===== src/include/cordic_atan_table.svh =====
`ifndef CORDIC_ATAN_TABLE_SVH
`define CORDIC_ATAN_TABLE_SVH

// ======================================================================
// atan(2^-i) in Q2.62 for i = 0 .. 61
// ======================================================================

localparam int atan_table_size = 62;

// Series is summed with 124 fraction bits, rounded to 62 at the end
localparam int atan_work_frac = 124;

typedef cordic_pkg::fixed_t atan_table_t [atan_table_size];

// atan(t) = t - t^3/3 + t^5/5 - ... with t = 2^-index
function automatic cordic_pkg::fixed_t atan_pow2(input int index);
    logic [127:0] sum;
    logic [127:0] term;
    int power;
    sum = '0;
    for (int k = 0; k < 40; k++) begin
        power = index * (2 * k + 1);
        if (power <= atan_work_frac) begin
            term = (128'd1 << (atan_work_frac - power)) / 128'(2 * k + 1);
            // Alternating terms, sum stays positive
            sum = (k % 2 == 0) ? sum + term : sum - term;
        end
    end
    sum = (sum + (128'd1 << 61)) >> 62;
    // Series converges too slowly at t = 1, use pi/4
    if (index == 0) begin
        return cordic_pkg::fixed_pi_half >>> 1;
    end
    return cordic_pkg::fixed_t'(sum[63:0]);
endfunction

function automatic atan_table_t build_atan_table();
    atan_table_t entries;
    for (int i = 0; i < atan_table_size; i++) begin
        entries[i] = atan_pow2(i);
    end
    return entries;
endfunction

localparam atan_table_t atan_table = build_atan_table();

`endif


===== src/rtl/cordic_pkg.sv =====
`default_nettype none

package cordic_pkg;

    // ======================================================================
    // Widths and scalar types
    // ======================================================================

    // FP80 field widths
    typedef logic [14:0] fp80_exp_t;
    typedef logic [63:0] fp80_mant_t;

    // Q2.62 signed fixed point, range [-2, 2)
    typedef logic signed [63:0] fixed_t;

    // Micro-rotation index
    typedef logic [5:0] iter_t;

    // Quarter turns taken off the angle, modulo 4
    typedef logic [1:0] quadrant_t;

    typedef enum logic {
        mode_rotation,
        mode_vectoring
    } cordic_mode_e;

    // Extended precision word, explicit integer bit in mantissa
    typedef struct packed {
        logic       sign;
        fp80_exp_t  exponent;
        fp80_mant_t mantissa;
    } fp80_t;

    localparam int fp80_bias = 16383;
    localparam int fixed_frac_bits = 62;

    // pi/2 and CORDIC gain K = 0.6072529350... in Q2.62
    localparam fixed_t fixed_pi_half = 64'sh6487_ED51_10B4_611A;
    localparam fixed_t fixed_gain = 64'sh26DD_3B6A_10D7_969A;

    // ======================================================================
    // Transfer structs
    // ======================================================================

    // Operand a is the angle or x, operand b is y
    typedef struct packed {
        cordic_mode_e mode;
        fp80_t        operand_a;
        fp80_t        operand_b;
    } cordic_request_t;

    typedef struct packed {
        cordic_mode_e mode;
        quadrant_t    quadrant;
        logic         error;
        fixed_t       x;
        fixed_t       y;
        fixed_t       z;
    } cordic_job_t;

    typedef struct packed {
        cordic_mode_e mode;
        quadrant_t    quadrant;
        logic         error;
        fixed_t       x;
        fixed_t       y;
        fixed_t       z;
    } cordic_raw_t;

    // Sin or atan in a, cos or magnitude in b
    typedef struct packed {
        fp80_t result_a;
        fp80_t result_b;
        logic  error;
    } cordic_result_t;

    // ======================================================================
    // Format conversion
    // ======================================================================

    // Q2.62 value is mantissa * 2^(exponent - bias - 1)
    function automatic fixed_t fp80_to_fixed(input fp80_t value, output logic out_of_range);
        logic [63:0] magnitude;
        int shift;
        out_of_range = 1'b0;
        magnitude = '0;
        shift = fp80_bias + 1 - int'(value.exponent);
        if (value.exponent == '1) begin
            // Infinity or NaN
            out_of_range = 1'b1;
        end else if (value.exponent != '0) begin
            if (shift <= 0) begin
                // Magnitude 2 or more
                out_of_range = 1'b1;
            end else if (shift < 64) begin
                magnitude = value.mantissa >> shift;
            end
        end
        // Zero and denormals fall through as 0
        return value.sign ? -fixed_t'(magnitude) : fixed_t'(magnitude);
    endfunction

    // Normalize on the leading one, low bits truncated
    function automatic fp80_t fixed_to_fp80(input fixed_t value);
        fp80_t result;
        logic [63:0] magnitude;
        int lead;
        result = '0;
        magnitude = value[63] ? 64'(-value) : 64'(value);
        lead = -1;
        for (int i = 0; i < 64; i++) begin
            if (magnitude[i]) begin
                lead = i;
            end
        end
        if (lead >= 0) begin
            result.sign = value[63];
            result.exponent = fp80_exp_t'(fp80_bias - fixed_frac_bits + lead);
            result.mantissa = magnitude << (63 - lead);
        end
        return result;
    endfunction

endpackage

`default_nettype wire


===== src/rtl/cordic_input_stage.sv =====
`timescale 1ns/1ns
`default_nettype none

module cordic_input_stage (
    input  logic                        clk,
    input  logic                        reset,
    input  logic                        in_req,
    output logic                        in_ack,
    input  cordic_pkg::cordic_request_t request,
    output logic                        job_valid,
    input  logic                        job_ready,
    output cordic_pkg::cordic_job_t     job
);

    typedef enum logic [1:0] {
        state_idle,
        state_offer,
        state_release
    } state_e;

    // Folding limit for rotation angles
    localparam cordic_pkg::fixed_t pi_quarter = cordic_pkg::fixed_pi_half >>> 1;

    state_e state;

    cordic_pkg::fixed_t value_a;
    cordic_pkg::fixed_t value_b;
    logic a_bad;
    logic b_bad;
    cordic_pkg::cordic_job_t next_job;

    // ======================================================================
    // Operand conversion and angle folding
    // ======================================================================

    always_comb begin
        value_a = cordic_pkg::fp80_to_fixed(request.operand_a, a_bad);
        value_b = cordic_pkg::fp80_to_fixed(request.operand_b, b_bad);
        next_job = '0;
        next_job.mode = request.mode;
        if (request.mode == cordic_pkg::mode_rotation) begin
            if (a_bad) begin
                next_job.error = 1'b1;
            end else begin
                // Start from (K, 0) so the gain cancels
                next_job.x = cordic_pkg::fixed_gain;
                // One quarter turn at most, |angle| < 2
                if (value_a > pi_quarter) begin
                    next_job.z = value_a - cordic_pkg::fixed_pi_half;
                    next_job.quadrant = 2'd1;
                end else if (value_a < -pi_quarter) begin
                    next_job.z = value_a + cordic_pkg::fixed_pi_half;
                    next_job.quadrant = 2'd3;
                end else begin
                    next_job.z = value_a;
                end
            end
        end else begin
            // Vectoring needs x > 0 to converge
            if (a_bad || b_bad || value_a <= 0) begin
                next_job.error = 1'b1;
            end else begin
                next_job.x = value_a;
                next_job.y = value_b;
            end
        end
    end

    // ======================================================================
    // Handshake control
    // ======================================================================

    always_ff @(posedge clk or posedge reset) begin
        if (reset) begin
            state <= state_idle;
        end else begin
            case (state)
                state_idle: if (in_req) state <= state_offer;
                state_offer: if (job_ready) state <= state_release;
                state_release: if (!in_req) state <= state_idle;
                default: state <= state_idle;
            endcase
        end
    end

    // Converted job captured with the request
    always_ff @(posedge clk) begin
        if (state == state_idle && in_req) begin
            job <= next_job;
        end
    end

    assign job_valid = (state == state_offer);
    assign in_ack = (state == state_release);

endmodule

`default_nettype wire


===== src/rtl/cordic_job_fifo.sv =====
`timescale 1ns/1ns
`default_nettype none

module cordic_job_fifo #(
    parameter int fifo_depth = 4
) (
    input  logic                    clk,
    input  logic                    reset,
    input  logic                    job_valid,
    output logic                    job_ready,
    input  cordic_pkg::cordic_job_t job,
    output logic                    out_valid,
    input  logic                    out_ready,
    output cordic_pkg::cordic_job_t out_job
);

    localparam int addr_width = $clog2(fifo_depth);
    localparam logic [addr_width:0] full_count = (addr_width + 1)'(fifo_depth);

    cordic_pkg::cordic_job_t mem [fifo_depth];
    logic [addr_width-1:0] wr_ptr;
    logic [addr_width-1:0] rd_ptr;
    logic [addr_width:0] count;
    logic do_write;
    logic do_read;

    // Head entry shows directly at the output
    assign out_valid = (count != '0);
    assign out_job = mem[rd_ptr];
    // Full FIFO still takes a write when the head leaves
    assign job_ready = (count != full_count) || out_ready;
    assign do_write = job_valid && job_ready;
    assign do_read = out_valid && out_ready;

    always_ff @(posedge clk or posedge reset) begin
        if (reset) begin
            wr_ptr <= '0;
            rd_ptr <= '0;
            count <= '0;
        end else begin
            if (do_write) wr_ptr <= wr_ptr + 1'b1;
            if (do_read) rd_ptr <= rd_ptr + 1'b1;
            // Occupancy
            case ({do_write, do_read})
                2'b10: count <= count + 1'b1;
                2'b01: count <= count - 1'b1;
                default: count <= count;
            endcase
        end
    end

    always_ff @(posedge clk) begin
        if (do_write) mem[wr_ptr] <= job;
    end

endmodule

`default_nettype wire


===== src/rtl/cordic_iteration_engine.sv =====
`timescale 1ns/1ns
`default_nettype none

module cordic_iteration_engine #(
    parameter int num_iterations = 48
) (
    input  logic                    clk,
    input  logic                    reset,
    input  logic                    job_valid,
    output logic                    job_ready,
    input  cordic_pkg::cordic_job_t job,
    output logic                    raw_valid,
    input  logic                    raw_ready,
    output cordic_pkg::cordic_raw_t raw
);

    `include "cordic_atan_table.svh"

    typedef enum logic [1:0] {
        state_idle,
        state_iterate,
        state_hold
    } state_e;

    localparam cordic_pkg::iter_t last_iter = cordic_pkg::iter_t'(num_iterations - 1);

    state_e state;
    cordic_pkg::iter_t iter;

    // Working job
    cordic_pkg::cordic_mode_e mode;
    cordic_pkg::quadrant_t quadrant;
    logic error;
    cordic_pkg::fixed_t x;
    cordic_pkg::fixed_t y;
    cordic_pkg::fixed_t z;

    cordic_pkg::fixed_t x_shift;
    cordic_pkg::fixed_t y_shift;
    cordic_pkg::fixed_t angle_step;
    logic rotate_up;

    // ======================================================================
    // One micro-rotation per cycle
    // ======================================================================

    always_comb begin
        x_shift = x >>> iter;
        y_shift = y >>> iter;
        angle_step = atan_table[iter];
        // Rotation drives z to 0, vectoring drives y to 0
        if (mode == cordic_pkg::mode_rotation) rotate_up = !z[63];
        else rotate_up = y[63];
    end

    always_ff @(posedge clk or posedge reset) begin
        if (reset) begin
            state <= state_idle;
            iter <= '0;
        end else begin
            case (state)
                state_idle: begin
                    iter <= '0;
                    if (job_valid) state <= state_iterate;
                end
                state_iterate: begin
                    if (iter == last_iter) state <= state_hold;
                    else iter <= iter + 1'b1;
                end
                // Error jobs also wait here, keeping order
                state_hold: if (raw_ready) state <= state_idle;
                default: state <= state_idle;
            endcase
        end
    end

    always_ff @(posedge clk) begin
        if (state == state_idle && job_valid) begin
            mode <= job.mode;
            quadrant <= job.quadrant;
            error <= job.error;
            x <= job.x;
            y <= job.y;
            z <= job.z;
        end else if (state == state_iterate) begin
            x <= rotate_up ? x - y_shift : x + y_shift;
            y <= rotate_up ? y + x_shift : y - x_shift;
            z <= rotate_up ? z - angle_step : z + angle_step;
        end
    end

    assign job_ready = (state == state_idle);
    assign raw_valid = (state == state_hold);
    assign raw = '{mode: mode, quadrant: quadrant, error: error, x: x, y: y, z: z};

endmodule

`default_nettype wire


===== src/rtl/cordic_result_formatter.sv =====
`timescale 1ns/1ns
`default_nettype none

module cordic_result_formatter (
    input  logic                       clk,
    input  logic                       reset,
    input  logic                       raw_valid,
    output logic                       raw_ready,
    input  cordic_pkg::cordic_raw_t    raw,
    output logic                       out_req,
    input  logic                       out_ack,
    output cordic_pkg::cordic_result_t result
);

    typedef enum logic [1:0] {
        state_idle,
        state_offer,
        state_release
    } state_e;

    state_e state;
    cordic_pkg::fixed_t value_a;
    cordic_pkg::fixed_t value_b;
    cordic_pkg::cordic_result_t next_result;

    // ======================================================================
    // Quadrant correction and FP80 packing
    // ======================================================================

    always_comb begin
        value_a = raw.z;
        value_b = raw.x;
        if (raw.mode == cordic_pkg::mode_rotation) begin
            // Undo the quarter turns taken at the input
            case (raw.quadrant)
                2'd0: begin value_a = raw.y;  value_b = raw.x;  end
                2'd1: begin value_a = raw.x;  value_b = -raw.y; end
                2'd2: begin value_a = -raw.y; value_b = -raw.x; end
                default: begin value_a = -raw.x; value_b = raw.y; end
            endcase
        end
        next_result.result_a = cordic_pkg::fixed_to_fp80(value_a);
        next_result.result_b = cordic_pkg::fixed_to_fp80(value_b);
        next_result.error = 1'b0;
        if (raw.error) next_result = '{result_a: '0, result_b: '0, error: 1'b1};
    end

    always_ff @(posedge clk or posedge reset) begin
        if (reset) begin
            state <= state_idle;
        end else begin
            case (state)
                state_idle: if (raw_valid) state <= state_offer;
                state_offer: if (out_ack) state <= state_release;
                state_release: if (!out_ack) state <= state_idle;
                default: state <= state_idle;
            endcase
        end
    end

    always_ff @(posedge clk) begin
        if (state == state_idle && raw_valid) result <= next_result;
    end

    assign raw_ready = (state == state_idle);
    assign out_req = (state == state_offer);

endmodule

`default_nettype wire


===== src/rtl/cordic_unit.sv =====
`timescale 1ns/1ns
`default_nettype none

module cordic_unit #(
    parameter int num_iterations = 48,
    parameter int fifo_depth = 4
) (
    input  logic                        clk,
    input  logic                        reset,
    // Request port, four-phase
    input  logic                        in_req,
    output logic                        in_ack,
    input  cordic_pkg::cordic_request_t request,
    // Result port, four-phase
    output logic                        out_req,
    input  logic                        out_ack,
    output cordic_pkg::cordic_result_t  result
);

    // Input stage to FIFO
    logic job_valid;
    logic job_ready;
    cordic_pkg::cordic_job_t job;

    // FIFO to engine
    logic fifo_valid;
    logic fifo_ready;
    cordic_pkg::cordic_job_t fifo_job;

    // Engine to formatter
    logic raw_valid;
    logic raw_ready;
    cordic_pkg::cordic_raw_t raw;

    // ======================================================================
    // Producer, buffer, iteration, output
    // ======================================================================

    cordic_input_stage u_input_stage (
        .clk(clk), .reset(reset), .in_req(in_req), .in_ack(in_ack), .request(request),
        .job_valid(job_valid), .job_ready(job_ready), .job(job)
    );

    cordic_job_fifo #(.fifo_depth(fifo_depth)) u_job_fifo (
        .clk(clk), .reset(reset), .job_valid(job_valid), .job_ready(job_ready), .job(job),
        .out_valid(fifo_valid), .out_ready(fifo_ready), .out_job(fifo_job)
    );

    cordic_iteration_engine #(.num_iterations(num_iterations)) u_iteration_engine (
        .clk(clk), .reset(reset), .job_valid(fifo_valid), .job_ready(fifo_ready),
        .job(fifo_job), .raw_valid(raw_valid), .raw_ready(raw_ready), .raw(raw)
    );

    cordic_result_formatter u_result_formatter (
        .clk(clk), .reset(reset), .raw_valid(raw_valid), .raw_ready(raw_ready), .raw(raw),
        .out_req(out_req), .out_ack(out_ack), .result(result)
    );

endmodule

`default_nettype wire


===== config.mk =====
export PLATFORM = sky130hd
export DESIGN_NAME = cordic_unit
export DESIGN_NICKNAME = d
export VERILOG_FILES = /design/src/rtl/cordic_pkg.sv /design/src/rtl/cordic_input_stage.sv /design/src/rtl/cordic_job_fifo.sv /design/src/rtl/cordic_iteration_engine.sv /design/src/rtl/cordic_result_formatter.sv /design/src/rtl/cordic_unit.sv
export VERILOG_INCLUDE_DIRS = /design/src /design/src/include
export SDC_FILE = /design/constraint.sdc
export NUM_CORES = 2
export LEC_CHECK = 0
export BUFFER_PORTS_ARGS = -buffer_cell sky130_fd_sc_hd__buf_2
export CAP_MARGIN = 15
export CORE_MARGIN = 2
export CORE_UTILIZATION = 25
export DETAILED_ROUTE_END_ITERATION = 12
export GPL_TIMING_DRIVEN = 0
export PLACE_DENSITY_LB_ADDON = 0.3
export SYNTH_ARGS = -nofsm -noshare
export SYNTH_HDL_FRONTEND = slang
export SYNTH_HIERARCHICAL = 1
export SYNTH_SLANG_ARGS = --single-unit

===== constraint.sdc =====
create_clock -name clk -period 20.5 [get_ports clk]
set_clock_uncertainty 0.2 [all_clocks]
set_input_delay 2.05 -clock clk [delete_from_list [all_inputs] [get_ports clk]]
set_output_delay 2.05 -clock clk [all_outputs]
set_load 0.01 [all_outputs]

## Yosys cells after proc, flatten, opt, wreduce, memory -nomap -nowiden

Memories as Yosys holds them, arrays and structs flattened.
Cells that the tools add are included.

| word-level totals | value |
|---|---|
| bits in registers | 572 |
| bits in writable memories | 784 |
| ROM bits | 4,096 |
| bits of input ports | 165 |
| output and inout bits | 163 |
| logic and storage cells | 314 |
| memories kept | 2 |

| cells by class | value |
|---|---|
| $add $sub $neg | 25 |
| magnitude comparators | 10 |
| equal/unequal tests | 24 |
| shifts and indexed selects | 6 |
| mux-type cells | 189 |
| bitwise gates (word level) | 4 |
| reductions and logical operators | 27 |

Memories:

| name | depth | bits a word | read ports | clocked after memory_dff | write ports | line | text |
|---|---|---|---|---|---|---|---|
| (no name shown) | 64 | 64 | 1 | 0 | 0 | cordic_iteration_engine.sv:50 | `angle_step = atan_table[iter];` |
| u_job_fifo.mem | 4 | 196 | 1 | 0 | 1 | cordic_job_fifo.sv:20 | `cordic_pkg::cordic_job_t mem [fifo_depth];` |

Operator list:

| cell | number |
|---|---|
| 32-bit 2-to-1 mux | 128 |
| 64-bit 2-to-1 mux | 27 |
| 64-bit negator | 6 |
| 64-bit one-hot mux with 3 select lines | 2 |
| 64-bit adder | 3 |
| 64-bit subtractor | 3 |
| 128-bit 2-to-1 mux | 1 |
| 64-bit by 32-bit left shift with 64-bit output | 2 |
| 64-bit by 32-bit >> shifter with 64-bit output | 2 |
| 64-bit by 6-bit >>> shifter with 64-bit output | 2 |
| 65-bit 2-to-1 mux | 1 |
| 64-bit adder, second input constant | 1 |
| 32-bit by 1-bit >= comparator with 1-bit output, second input constant | 2 |
| 64-bit by 63-bit greater-than comparator with 1-bit output, second input constant | 1 |
| 32-bit by 1-bit less-or-equal comparator with 1-bit output, second input constant | 2 |
| 64-bit by 1-bit less-or-equal comparator with 1-bit output, second input constant | 1 |
| 32-bit by 8-bit < comparator with 1-bit output, second input constant | 2 |
| 64-bit by 63-bit < comparator with 1-bit output, second input constant | 1 |
| 64-bit subtractor, second input constant | 1 |
| 7-bit by 32-bit subtractor with 32-bit output, first input constant | 2 |
| 62-bit 2-to-1 mux | 1 |
| 15-bit by 15-bit subtractor with 16-bit output, first input constant | 2 |
| 15-bit adder, first input constant | 2 |
| 15-bit == test, second input constant | 2 |
| 30 further kinds | 88 |

## Depth between registers and ports, before layout

| logic depth | value |
|---|---|
| depth after elaboration | 72 |
| depth in mapped cells | 41 |
| gate-level depth less buffers | 29 |

## Modules after synthesis

Netlist, hierarchy kept.

By module, submodules not included:

| module | instances | cells each | area an instance (um2) | sequential area each (um2) |
|---|---|---|---|---|
| cordic_iteration_engine | 1 | 4,528 | 36,577.6 | 6,085.8 |
| cordic_result_formatter | 1 | 4,100 | 30,929.7 | 4,824.6 |
| cordic_input_stage | 1 | 3,543 | 29,012.8 | 5,935.7 |
| cordic_job_fifo | 1 | 1,064 | 28,695.0 | 23,717.7 |

## Worst setup path after synthesis

OpenSTA, ideal clock, no wires.

| path | value |
|---|---|
| path type | input-to-reg |
| start | input port in_req |
| end | register, netlist name u_input_stage/job[0] |
| arrival time | 16.063 ns |
| path slack | 3.204 ns |
| cell stages on the path | 1 |
| buffers on the path | 0 |
| cells stage by stage | nor3b_1 |

| between the ends | value |
|---|---|
| cells in the longest elaborated chain, start to end | 1 |

RTL lines:

| element | line | text |
|---|---|---|
| start, declared | cordic_unit.sv:11 | `input logic in_req,` |
| 1-bit logical AND | cordic_input_stage.sv:88 | `if (state == state_idle && in_req) begin` |

No other way between the ends.
A chain may end at the register's enable or synchronous reset.

==> impl_metrics.yaml <==
setup_path:
  crit_arrival_ps: 15080
  cp_common_cell: "buf_2"
  timing.reg2reg.setup_slack_ps: 5620
  crit_start: "request[144]"
  critPathCaptureType: "register"
  critPathLaunchType: "input port"
  cp_slowest_cell: "o311ai_2"
  reg2reg_depth: 35
  critPathMaxStageDelay_ps: 900
  cp_max_fo: 10
  path_class: "in2reg"
  worstReg2RegStart: "u_iteration_engine/quadrant[0]"
  cp.required_ps: 20690
logic_synthesis:
  syn_area_mm2: 0.1252
  synth-seq-cells: 1354
  avgSynthCellArea_um2: 9.461
  synth_edf_count: 1335
  seq_area_frac_synth: 0.3240
  synthDistinctLibCells: 149
  synth_flop_cell: "edfxtp_1"
  async_reset_ff_frac: 0.01403
  yosysWarningCount: 6
  synthCells: 13240
global_routing:
  grt_pass1_wl_um: 1113000
  grt-ovfl-total: 0
  grt_pass1_vias: 121800
  grt_max_degree: 74
  grt.total_usage: 0.3166
  antenna_found_initial: 113
floorplan:
  io_pins: 328
  dieArea_mm2: 0.5065
  rows: 259
  die_y_um: 711.7
  die_x_um: 711.7
  core_mm2: 0.4981
  start_util: 0.2514
cts:
  cts-hold-fix-buffers: 0
  postCtsSetupBuffers: 0
  root_buffer: "clkbuf_16"
  cts_buffer_depth: 4
  htreeDepth: 4
  cts_buffers: 153
  cts_tree: "done"
  path_clk_slew_ps: 60
  cts_sinks: 1354
  insertion_delay_ps: 910
  cts.repair.resized: 0
placement:
  dp_cells: 20430
  placed_cell_area_mm2: 0.1388
  hpwl_um: 677600
  gp_congestion: 1.075
  portBuffers: 320
routing:
  drtAntennaViolNets: 0
  drcViolationCount: 0
  postRouteWirelength_um: 837100
  via_per_inst: 6.197
  wl_per_cell_um: 40.31
  drtIter0Drc: 17560
  route.vias.total: 128700
  first_pass_iters: 9
sta:
  holdWs_ps: 261.3
  fin_crit_ps: 14890
  fmax_mhz: 67.17
  grt_setup_unrepaired: "no"
  tns_ps: 0
  slew_headroom: -0.03039
  setup_viol: 0
  finalCritPeriodShare: 0.7262
  finalHoldViolCount: 0
  worst_slew_pin_slew_ps: 1529
  slew_violations: 13
hold_path:
  hold_depth: 0
  hp-class: "reg2reg"
  min_from: "u_input_stage/job[131]"
final_layout:
  final_area_mm2: 0.1440
  nets: 14360
  final_cells: 20760
  syn_to_final_growth_pct: 14.98
  final_layout_size_suffix_gt1_frac: 0.1611
run:
  max_cap_viol_count: 1
run_status:
  failed_checks: "max-capacitance violations, max-slew violations"
  outcome: "finished, violations left"
==> cell families after synthesis <==
logic type | after synthesis | synth area share
DFF | 1354 | 0.3240
adders and majority gates | 245 | 0.02472
muxes | 1515 | 0.1724
buffers and inverters | 1201 | 0.04575
other | 2 | 0.00005998
AOI/OAI and AO/OA | 3708 | 0.2026
and+or+nand+nor | 4447 | 0.1765
xor gates and xnor gates | 763 | 0.05394
==> layer usage <==
layer	vias to the layer above	track usage	wire, um
met5	-	0.003205	455
met4	38	0.1956	63920
met3	2066	0.07203	74660
met2	8241	0.4784	356100
met1	65400	0.4089	341900
li1	52930	-	-
==> per-stage QoR <==
step                      utilization  setup slack [ps]
after global placement         0.2713             -6291
after floorplan                     -              3204
final                          0.2891              5612
after CTS                      0.2883              5894
after detailed placement       0.2786              5001
after global routing           0.2888              5462
==> cell usage in the layout, fill, tap and decap left out, drive strengths merged, types with 194 or more instances in the layout <==
master	n
a21oi	840
a31oi	194
buf	1079
clkbuf	679
edfxtp	1335
ha	241
mux2	227
mux2i	798
mux4	490
nand2	1208
nand3	330
nor2	1180
nor3	341
o21ai	726
xnor2	463
xor2	300
==> critical path, delay by kind of cell <==
family / cells / cell delay, ps
AO/OA/AOI/OAI: 3 / 2080
XOR/XNOR: 1 / 250
adder cells (fa/ha/maj): 2 / 800
buffers and inverters: 18 / 6030
multiplexers: 2 / 500
AND/OR/NAND/NOR: 9 / 3310
==> synth_stat cells, types with 165 or more instances <==
library cell,n,share of area
edfxtp_1,1335,0.32
nand2_1,1205,0.036
nor2_1,1179,0.035
a21oi_1,835,0.033
mux2i_1,796,0.064
o21ai_0,695,0.028
mux4_2,490,0.088
clkbuf_1,489,0.015
xnor2_1,460,0.032
nor3_1,335,0.013
nand3_1,329,0.013
xor2_1,295,0.021
buf_2,254,0.010
ha_1,241,0.024
mux2_2,211,0.019
a31oi_1,194,0.0097
a21o_1,176,0.011
inv_1,171,0.0051
a211oi_1,165,0.0099
==> final timing paths <==
| kind | end |
|---|---|
| min reg2reg | u_job_fifo/mem[0][131] |
| max reg2reg | u_result_formatter/result[100] |
| min | u_job_fifo/mem[0][131] |
| max in group asynchronous | u_job_fifo/count[2] |
| min in group asynchronous | u_result_formatter/state[0] |
| max | u_input_stage/job[131] |
==> registers in the layout (all words and copies together) (netlist names) <==
| signal | cells |
|---|---|
| u_result_formatter/state | 2 |
| u_input_stage/state | 2 |
| u_iteration_engine/error | 1 |
| u_job_fifo/wr_ptr | 2 |
| u_input_stage/job | 196 |
| u_iteration_engine/state | 2 |
| u_iteration_engine/iter | 6 |
| u_iteration_engine/y | 64 |
| u_job_fifo/count | 3 |
| u_job_fifo/rd_ptr | 2 |
| u_iteration_engine/quadrant | 2 |
| u_iteration_engine/z | 64 |
| u_job_fifo/mem | 784 |
| u_iteration_engine/x | 64 |
| u_result_formatter/result | 159 |
| u_iteration_engine/mode | 1 |
==> final cells by class <==
cell class                      instances  area, um2
Fill cell                           52900     354100
Multi-Input combinational cell      10680      79260
Sequential cell                      1354      40560
Tap cell                             6655       8327
Timing Repair Buffer                  556       5127
Buffer                               1018       5066
Clock buffer                          186       4059
Clock inverter                         85      774.5
Inverter                              183      689.4
Antenna cell                           46      115.1
Power is left out: the tool's default activity adds up to more than one toggle a clock period on the data nets, which glitch-free logic cannot reach.
